**config.mk**
```make
export PLATFORM = sky130hd
export DESIGN_NAME = multibootCtrl
export DESIGN_NICKNAME = d
export VERILOG_FILES = /design/src/multibootPkg.sv /design/src/rebootRequest.sv /design/src/iprogSequencer.sv /design/src/icapWriter.sv /design/src/multibootCtrl.sv
export VERILOG_INCLUDE_DIRS = /design/src
export SDC_FILE = /design/constraint.sdc
export NUM_CORES = 1
export LEC_CHECK = 0
export ABC_AREA = 1
export ABC_CLOCK_PERIOD_IN_PS = 2700
export BUFFER_PORTS_ARGS = -buffer_cell sky130_fd_sc_hd__buf_4
export CAP_MARGIN = 10
export CORE_AREA = 2 2 85 87
export DETAILED_ROUTE_END_ITERATION = 10
export DIE_AREA = 0 0 87 89
export PLACE_DENSITY = 0.71
export SKIP_LAST_GASP = 1
export SYNTH_ARGS = -nofsm -noshare
export SYNTH_HDL_FRONTEND = slang
export SYNTH_SLANG_ARGS = --single-unit
```
**constraint.sdc**
```tcl
create_clock -name clk -period 2.7 [get_ports clk]
set_input_delay 0.27 -clock clk [delete_from_list [all_inputs] [get_ports clk]]
set_output_delay 0.27 -clock clk [all_outputs]
set_load 0.01 [all_outputs]
```
**src/multiboot_settings.svh**
```systemverilog
// IPROG sequence length and the fixed Spartan-6 configuration command words
`ifndef MULTIBOOT_SETTINGS_SVH
`define MULTIBOOT_SETTINGS_SVH

// ~~~~~~~~~~~~~~~~~~~~~~~~~~~~~~~~~~~~~~~~~~~~~~~~~~~~~~~~~~~
// Sequence length
// ~~~~~~~~~~~~~~~~~~~~~~~~~~~~~~~~~~~~~~~~~~~~~~~~~~~~~~~~~~~
// Words written per reboot, padding and trailing no-op included
`define IPROG_WORD_COUNT 14

// ~~~~~~~~~~~~~~~~~~~~~~~~~~~~~~~~~~~~~~~~~~~~~~~~~~~~~~~~~~~
// Fixed command words, normal bit order
// ~~~~~~~~~~~~~~~~~~~~~~~~~~~~~~~~~~~~~~~~~~~~~~~~~~~~~~~~~~~
// Bus width padding ahead of the sync pattern
`define IPROG_DUMMY_WORD 16'hFFFF
// Sync pattern, high half first
`define IPROG_SYNC_HI 16'hAA99
`define IPROG_SYNC_LO 16'h5566
// Type 1 write headers, one word each, for the multiboot registers
`define IPROG_HDR_GEN1 16'h3261
`define IPROG_HDR_GEN2 16'h3281
`define IPROG_HDR_GEN3 16'h32A1
`define IPROG_HDR_GEN4 16'h32C1
// Type 1 write header for the command register
`define IPROG_HDR_CMD 16'h30A1
// Flash read opcode, sits above the upper address byte
`define IPROG_OPCODE 8'h0B
// Command register value that triggers the reboot
`define IPROG_CMD_IPROG 16'h000E
// Type 1 no-op, flushes the command through
`define IPROG_NOOP 16'h2000

`endif

```
**src/multibootPkg.sv**
```systemverilog
// Address, ICAP word, reboot request and ICAP beat types for the multiboot controller
`default_nettype none

package multibootPkg;

    // ~~~~~~~~~~~~~~~~~~~~~~~~~~~~~~~~~~~~~~~~~~~~~~~~~~~~~~~~~~~
    // Scalar types
    // ~~~~~~~~~~~~~~~~~~~~~~~~~~~~~~~~~~~~~~~~~~~~~~~~~~~~~~~~~~~

    // Byte address of a bitstream in SPI flash
    // Upper byte lands in general-2, lower half in general-1
    typedef logic [23:0] bootAddrT;

    // One configuration command word
    typedef logic [15:0] icapWordT;

    // ~~~~~~~~~~~~~~~~~~~~~~~~~~~~~~~~~~~~~~~~~~~~~~~~~~~~~~~~~~~
    // Stage-to-stage bundles
    // ~~~~~~~~~~~~~~~~~~~~~~~~~~~~~~~~~~~~~~~~~~~~~~~~~~~~~~~~~~~

    // Request from the input side to the sequencer
    typedef struct packed {
        // Single-cycle pulse, begins one IPROG sequence
        logic start;
        // Target address, held stable until the next start
        bootAddrT addr;
    } rebootCmdT;

    // One word from the sequencer to the output side
    typedef struct packed {
        // Word is written to the port this cycle
        logic valid;
        // Command word, still in normal bit order
        icapWordT data;
    } icapBeatT;

endpackage

`default_nettype wire

```
**src/rebootRequest.sv**
```systemverilog
// Reboot request stage: rising-edge detect, busy gating and target address latch
`default_nettype none

module rebootRequest (
    input  logic                    clk,
    input  logic                    arstN,
    // Synchronous reboot level from the user logic
    input  logic                    reboot,
    input  multibootPkg::bootAddrT  bootAddr,
    // High while the sequencer issues words
    input  logic                    busy,
    output multibootPkg::rebootCmdT cmd
);

    // ~~~~~~~~~~~~~~~~~~~~~~~~~~~~~~~~~~~~~~~~~~~~~~~~~~~~~~~~~~~
    // Edge detect and start pulse
    // ~~~~~~~~~~~~~~~~~~~~~~~~~~~~~~~~~~~~~~~~~~~~~~~~~~~~~~~~~~~

    // Previous sample of the reboot level
    logic rebootQ;
    // Registered start pulse
    logic startQ;
    // Latched target address
    logic [23:0] addrQ;
    // Request accepted at this edge
    logic accept;

    // Rising edge of reboot while the sequencer is idle
    // A level held high gives one edge only
    assign accept = reboot && !rebootQ && !busy;

    always_ff @(posedge clk or negedge arstN) begin
        if (!arstN) begin
            rebootQ <= 1'b0;
            startQ  <= 1'b0;
        end else begin
            rebootQ <= reboot;
            // Start lasts exactly one cycle
            startQ  <= accept;
        end
    end

    // ~~~~~~~~~~~~~~~~~~~~~~~~~~~~~~~~~~~~~~~~~~~~~~~~~~~~~~~~~~~
    // Address latch
    // ~~~~~~~~~~~~~~~~~~~~~~~~~~~~~~~~~~~~~~~~~~~~~~~~~~~~~~~~~~~

    // Captured at the same edge as the start pulse
    // Later changes of bootAddr leave a running sequence alone
    always_ff @(posedge clk) begin
        if (accept) begin
            addrQ <= bootAddr;
        end
    end

    // Bundle toward the sequencer
    assign cmd.start = startQ;
    assign cmd.addr  = addrQ;

endmodule

`default_nettype wire

```
**src/iprogSequencer.sv**
```systemverilog
// IPROG sequencer: steps through the fourteen command words with the boot address inserted
`include "multiboot_settings.svh"
`default_nettype none

module iprogSequencer (
    input  logic                    clk,
    input  logic                    arstN,
    // Start pulse and target address from the request stage
    input  multibootPkg::rebootCmdT cmd,
    // One word per cycle toward the output side
    output multibootPkg::icapBeatT  beat,
    // High exactly while beats are valid
    output logic                    busy
);

    import multibootPkg::*;

    // Index width for the word counter
    localparam int unsigned IdxW = $clog2(`IPROG_WORD_COUNT);
    // Index of the final no-op
    localparam logic [IdxW-1:0] LastIdx = IdxW'(`IPROG_WORD_COUNT - 1);

    // ~~~~~~~~~~~~~~~~~~~~~~~~~~~~~~~~~~~~~~~~~~~~~~~~~~~~~~~~~~~
    // Sequence state
    // ~~~~~~~~~~~~~~~~~~~~~~~~~~~~~~~~~~~~~~~~~~~~~~~~~~~~~~~~~~~

    // Sequence in progress
    logic active;
    // Current word index, 0 to 13
    logic [IdxW-1:0] idx;
    // Private copy of the address for this sequence
    bootAddrT addrQ;
    // Word selected for the current index
    icapWordT word;

    // The request stage only starts while idle, so no busy test here
    always_ff @(posedge clk or negedge arstN) begin
        if (!arstN) begin
            active <= 1'b0;
            idx    <= '0;
        end else if (cmd.start) begin
            active <= 1'b1;
            idx    <= '0;
        end else if (active) begin
            // Stop after the no-op, otherwise advance one word
            if (idx == LastIdx) begin
                active <= 1'b0;
                idx    <= '0;
            end else begin
                idx <= idx + 1'b1;
            end
        end
    end

    // Address copy loads with the index
    always_ff @(posedge clk) begin
        if (cmd.start) begin
            addrQ <= cmd.addr;
        end
    end

    // ~~~~~~~~~~~~~~~~~~~~~~~~~~~~~~~~~~~~~~~~~~~~~~~~~~~~~~~~~~~
    // Word table
    // ~~~~~~~~~~~~~~~~~~~~~~~~~~~~~~~~~~~~~~~~~~~~~~~~~~~~~~~~~~~

    always_comb begin
        case (int'(idx))
            // Padding, then sync
            0:  word = `IPROG_DUMMY_WORD;
            1:  word = `IPROG_SYNC_HI;
            2:  word = `IPROG_SYNC_LO;
            // General-1 takes the lower address half
            3:  word = `IPROG_HDR_GEN1;
            4:  word = addrQ[15:0];
            // General-2 takes opcode and upper address byte
            5:  word = `IPROG_HDR_GEN2;
            6:  word = {`IPROG_OPCODE, addrQ[23:16]};
            // Fallback address fields, golden image at zero
            7:  word = `IPROG_HDR_GEN3;
            8:  word = 16'h0000;
            9:  word = `IPROG_HDR_GEN4;
            10: word = {`IPROG_OPCODE, 8'h00};
            // Command register write, IPROG, flush
            11: word = `IPROG_HDR_CMD;
            12: word = `IPROG_CMD_IPROG;
            13: word = `IPROG_NOOP;
            default: word = '0;
        endcase
    end

    // First beat appears the cycle after start
    assign beat.valid = active;
    assign beat.data  = word;
    assign busy       = active;

endmodule

`default_nettype wire

```
**src/icapWriter.sv**
```systemverilog
// ICAP output stage: byte-wise bit swap, registered data and glitch-free active-low strobes
`default_nettype none

module icapWriter (
    input  logic                   clk,
    input  logic                   arstN,
    // Word from the sequencer, normal bit order
    input  multibootPkg::icapBeatT beat,
    // Toward the configuration port, bits reversed in each byte
    output multibootPkg::icapWordT icapData,
    // Active-low chip select
    output logic                   icapCsN,
    // Low for write
    output logic                   icapRdwrN
);

    import multibootPkg::*;

    // ~~~~~~~~~~~~~~~~~~~~~~~~~~~~~~~~~~~~~~~~~~~~~~~~~~~~~~~~~~~
    // Bit swap
    // ~~~~~~~~~~~~~~~~~~~~~~~~~~~~~~~~~~~~~~~~~~~~~~~~~~~~~~~~~~~

    // Word with each byte mirrored
    icapWordT swapped;
    // Registered output word
    icapWordT dataQ;
    // Shared strobe flop, low while a word is written
    logic strobeNQ;

    // Port expects bit 0 of each byte in the MSB position
    always_comb begin
        for (int i = 0; i < 8; i++) begin
            swapped[i]     = beat.data[7 - i];
            swapped[8 + i] = beat.data[15 - i];
        end
    end

    // ~~~~~~~~~~~~~~~~~~~~~~~~~~~~~~~~~~~~~~~~~~~~~~~~~~~~~~~~~~~
    // Output registers
    // ~~~~~~~~~~~~~~~~~~~~~~~~~~~~~~~~~~~~~~~~~~~~~~~~~~~~~~~~~~~

    always_ff @(posedge clk or negedge arstN) begin
        if (!arstN) begin
            dataQ    <= '0;
            strobeNQ <= 1'b1;
        end else begin
            // Data idles at zero between sequences
            dataQ    <= beat.valid ? swapped : '0;
            strobeNQ <= !beat.valid;
        end
    end

    // Both strobes come from one flop, so they always match
    assign icapData  = dataQ;
    assign icapCsN   = strobeNQ;
    assign icapRdwrN = strobeNQ;

endmodule

`default_nettype wire

```
**src/multibootCtrl.sv**
```systemverilog
// Multiboot controller top level: request stage, IPROG sequencer and ICAP writer
`default_nettype none

module multibootCtrl (
    input  logic                   clk,
    input  logic                   arstN,
    // Reboot request level, synchronous to clk
    input  logic                   reboot,
    // Flash address of the bitstream to load
    input  multibootPkg::bootAddrT bootAddr,
    // Configuration port, bit-swapped words
    output multibootPkg::icapWordT icapData,
    output logic                   icapCsN,
    output logic                   icapRdwrN,
    // Sequence in progress
    output logic                   busy
);

    import multibootPkg::*;

    // Request toward the sequencer
    rebootCmdT cmd;
    // Word stream toward the writer
    icapBeatT  beat;

    // ~~~~~~~~~~~~~~~~~~~~~~~~~~~~~~~~~~~~~~~~~~~~~~~~~~~~~~~~~~~
    // Stages
    // ~~~~~~~~~~~~~~~~~~~~~~~~~~~~~~~~~~~~~~~~~~~~~~~~~~~~~~~~~~~

    // Edge detect, gated by busy
    rebootRequest uRequest (
        .clk      (clk),
        .arstN    (arstN),
        .reboot   (reboot),
        .bootAddr (bootAddr),
        .busy     (busy),
        .cmd      (cmd)
    );

    // Fourteen words, one per cycle
    iprogSequencer uSequencer (
        .clk   (clk),
        .arstN (arstN),
        .cmd   (cmd),
        .beat  (beat),
        .busy  (busy)
    );

    // Registered port drive
    icapWriter uWriter (
        .clk       (clk),
        .arstN     (arstN),
        .beat      (beat),
        .icapData  (icapData),
        .icapCsN   (icapCsN),
        .icapRdwrN (icapRdwrN)
    );

endmodule

`default_nettype wire

```
# ---- Yosys cells after proc, flatten, opt, wreduce, memory -nomap -nowiden
# Index checks and enable logic that the tools add are counted.
dict set report op_classes {
  n_addsub 1
  eq_ne 12
  n_mux 8
  n_reduce_logical 6
}
# op count
set op_table {}
lappend op_table {{16-bit one-hot mux with 13 select lines} 1}
lappend op_table {{4-bit == test (second input constant)} 5}
lappend op_table {{4-bit by 3-bit == test with 1-bit output (second input constant)} 4}
lappend op_table {{16-bit 2-to-1 mux} 1}
lappend op_table {{4-bit 2-to-1 mux} 3}
lappend op_table {{4-bit by 2-bit == test with 1-bit output (second input constant)} 2}
lappend op_table {{4-bit by 1-bit adder with 4-bit output (second input constant)} 1}
lappend op_table {{4-bit by 1-bit == test with 1-bit output (second input constant)} 1}
lappend op_table {{4-bit zero test} 1}
lappend op_table {{1-bit 2-to-1 mux} 3}
lappend op_table {{1-bit logical AND} 2}
lappend op_table {{1-bit zero test} 2}
lappend op_table {{2-bit nonzero test} 1}
dict set report totals {
  regBits 72
  output_inout_bits 19
  word_cells 35
}

# ---- Logic depth before layout (Yosys ltp)
dict set report depth {
  depth_word 4
  ltp_mapped 8
  mapped_depth_nobuf 8
}

# ---- Hierarchy
# From an unflattened synthesis, not the netlist that was laid out.
dict set report unflattened {
  cells_unflattened 222
  area_unflattened_um2 2775.2
}
# mod instances cells_each area_each_um2 seq_area_each_um2
set modules_own_cells {}
lappend modules_own_cells {iprogSequencer 1 139 1396.3 845.8}
lappend modules_own_cells {rebootRequest 1 30 792.0 770.7}
lappend modules_own_cells {icapWriter 1 53 586.8 426.7}

# ---- Least setup slack after synthesis
# No wires, ideal clock.
dict set report synth_path {
  path_kind {register to register}
  start {register uSequencer.active, in the netlist uSequencer.busy}
  end {register uRequest.addrQ[0] (enable)}
  setup_ns 0.442
  arrival_time_ns 2.438
  required_ns 2.258
  path_slack_ns -0.181
  path_stages_with_launch 3
  period_less_slack_ns 2.881
  path_cell_list {dfrtp_1 buf_4 nor3b_1}
}
dict set report synth_between {
  elab_chain_len 2
}
# element line
set synth_rtl {}
lappend synth_rtl {{start, declared} iprogSequencer.sv:28} ;# logic active;
lappend synth_rtl {{start signal, assigned} iprogSequencer.sv:39} ;# active <= 1'b0;
lappend synth_rtl {{start signal, assigned} iprogSequencer.sv:42} ;# active <= 1'b1;
lappend synth_rtl {{start signal, assigned} iprogSequencer.sv:47} ;# active <= 1'b0;
lappend synth_rtl {{1-bit zero test} rebootRequest.sv:30} ;# assign accept = reboot && !rebootQ && !busy;
lappend synth_rtl {{1-bit logical AND} rebootRequest.sv:30}
lappend synth_rtl {{named net uRequest.accept} rebootRequest.sv:26} ;# logic accept;
lappend synth_rtl {{end signal, assigned} rebootRequest.sv:51} ;# addrQ <= bootAddr;
lappend synth_rtl {{end, declared} rebootRequest.sv:24} ;# logic [23:0] addrQ;
# The timed path passes the listed nets, and every way through them passes these cells.
# A chain may end at the register's enable or synchronous reset.

# ---- Final worst setup path
dict set report layout_path {
  start {register uSequencer.active, in the netlist uSequencer.busy}
  end {register uSequencer.idx[3]}
}
dict set report layout_between {
  elab_chain_len 1
}
# element line
set layout_rtl {}
lappend layout_rtl {{2-bit nonzero test (no source line)} -}
lappend layout_rtl {{end signal, assigned} iprogSequencer.sv:50} ;# idx <= idx + 1'b1;
lappend layout_rtl {{end, declared} iprogSequencer.sv:30} ;# logic [IdxW-1:0] idx;
# No other way between the ends.

==> metrics <==
Layout fillers=568; clock tree from TritonCTS=yes; vias in the first global route=1502; hold crit path type=primary input to flop; startpoint of the most critical register-to-register path=uSequencer.busy; number of hold-repair buffers added at the cts stage=1; cell area reported after detailed placement=3080 um^2; CP arrival=1.83 ns; capture point of the critical path=uSequencer.idx[3]; number of nets with antenna violations after routing=0; dominant synthesized flop cell=edfxtp_1; I/O pins=46; Die Y-Extent=89 um; period utilization=57.3%; number of antenna cells inserted=0; top cells by instance count after synthesis=nand2_1, edfxtp_1, dfrtp_1; reg-to-reg setup timing slack=1.15 ns; post-CTS sizing=0; initial standard-cell utilization of the core=39.4%; nets@finish=289; first element of the critical path=uSequencer.busy; via-per-instance ratio=4.46; Area Growth Syn to Fin=24.8%; final setup skew=0.00437 ns; global router's overall resource usage=12.5%; count of different cell masters after synthesis=20; critical path data required time=2.98 ns; length of the first detailed-routing pass in iterations=4; hold path depth=1; Setup Total Neg Slack=0 ns; area share of the largest cell type after synthesis=54.4%; post-synthesis average cell area=12.8 um^2; Post-Syn Instances=207; tightest slew margin relative to the limit=69.9%; via count of the routed design=1549; Highest Clock Rate=0.646 GHz; CTS max path bufs=2; critical path launch point type=flop; post-detailed-placement half-perimeter wirelength=3040 um; register bit total from synthesis=72; setup violators final=0; Min-Delay Startpoint=reboot; Tmin final=1.55 ns; summed instance area of the synthesized netlist=2650 um^2; Seq/Total Area, Yosys=77.2%; worst slack at placement=1.15 ns; Area contributors post-synth=edfxtp_1, dfrtp_1, nand2_1; chip width=87 um; Core Region=6720 um^2; Post-CTS Setup Inserts=0; number of design-rule violations left by the first detailed-router iteration=86; Root Buffer Master=clkbuf_8; pin count of the biggest net entering global routing=27; category of the most critical setup path=flop to flop; Worst Tran Pin Value=0.451 ns; highest ir drop seen on vdd=381 uV; area of all placed cells without fillers=3300 um^2; cell with the biggest individual delay on the critical path=dfrtp_1; overall routed net length=4380 um; cts bufs inserted=9; R2R Path End=uSequencer.idx[3]; Worst Setup Slack, final=1.15 ns; cell type contributing the most total cell area after synthesis=edfxtp_1; Power Total=3460 uW; YS warnings=0; per-cell routed wire length=12.6 um; Max Cap Viol=0; total DRC errors in the routed layout=0; standard-cell row count=30; initial antenna violation count=0; number of enable-type register cells in the synthesized netlist=48; worst reg2reg path depth=6; dominant cell by count in the synthesized netlist=nand2_1; power density cells=1050 nW/um^2; CP Cell Sequence=inv_1, nor2_1, o21ai_0, o21ai_0, nand2_1, inv_1; residual overflow from global routing=0; peak fanout along the critical path=13; die area=7740 um^2; hold slack=0.0532 ns; FFs w/ async S/R, synth=33.3%; clk slew on worst S/H paths=0.07 ns; number of I/O port buffers=45; synthesized netlist net count=234; run status=finished, final reports clean; Lkg Pwr=0.00148 uW; area occupied by multi-input gates=503 um^2; final max-slew violation count=0; fraction of layout instances using a drive strength above 1=29.6%; Sequential Area=2040 um^2; Setup crit end kind=flop; htree depth=3; clock insertion delay at the later pin of the skew report=0.33 ns; setup repair after global routing missed its margin=no; weighted congestion reported at the end of routability-driven placement=0.910; global-route wire length before repair=7000 um; final count of hold timing violations=0; largest stage delay on the critical path=0.61 ns; number of clock sinks=72
## worst min-delay path by stage
stage,slack (ns),to
2_1_floorplan,-0.03,uRequest.rebootQ
6_report,0.05,uRequest.rebootQ
3_3_place_gp,0.19,uSequencer.idx[2]
3_5_place_dp,0.19,uWriter.icapData[10]
5_1_grt,0.03,uRequest.rebootQ
4_1_cts,0.03,uRequest.rebootQ
## critical path, delay by kind of cell, from the launching register on
kind | cells | cell delay [ns]
and+or+nand+nor | 2 | 0.27
DFF | 1 | 0.61
AOI/OAI and AO/OA | 2 | 0.22
buffers and inverters | 2 | 0.39
## metal layers
| metal | vias to the layer above | routed length [um] | global-route usage [%] |
|---|---|---|---|
| li1 | 783 | - | - |
| met1 | 699 | 1810 | 15.1 |
| met2 | 60 | 2190 | 19.6 |
| met3 | 7 | 323 | 4.43 |
| met4 | 0 | 47 | 6.96 |
| met5 | - | 0 | 0 |
## power breakdown
part | switching (uW) | internal (uW) | total (uW)
registers | 114 | 1420 | 1530
clock network | 363 | 517 | 880
logic | 638 | 413 | 1050
total | 1120 | 2350 | 3460
## per-stage QoR
step / util (%) / std cells
after global routing: 49.2 / 347
after global placement: 45.9 / 330
after detailed placement: 45.9 / 330
after CTS: 49.2 / 347
final: 49.2 / 347
after floorplan: - / 207
## cell type report
class / count / area share (%)
repair buffers: 48 / 11.0
well taps: 80 / 3.03
clock buffers: 10 / 3.86
clock inverters: 6 / 2.54
inverters: 22 / 2.50
multi-input cells: 109 / 15.2
flip-flops and latches: 72 / 61.9
## state kept, by name, summed over array words and instances (netlist names)
register	flops
uRequest.addrQ	24
uRequest.rebootQ	1
uSequencer.busy	1
uSequencer.idx	4
uWriter.icapCsN	1
uWriter.icapData	16
uSequencer.addrQ	24
uRequest.startQ	1
## logic make-up after synthesis
| kind of cell | Yosys count | synth area share (%) |
|---|---|---|
| buffers and inverters | 26 | 4.25 |
| AND/OR/NAND/NOR | 101 | 17.0 |
| AO/OA/AOI/OAI | 8 | 1.61 |
| flip-flops | 72 | 77.2 |
## cell usage in the layout, fill, tap and decap left out, drive strengths merged
master,n
nand4,1
inv,22
clkinv,4
dfstp,1
bufinv,2
edfxtp,48
nand2,66
clkbuf,10
dfrtp,23
nand3,9
nor2,24
a21oi,3
buf,47
nor3b,1
o22ai,2
dlygate4sd3,1
o21ai,3
Power figures use the tool's default switching activity.
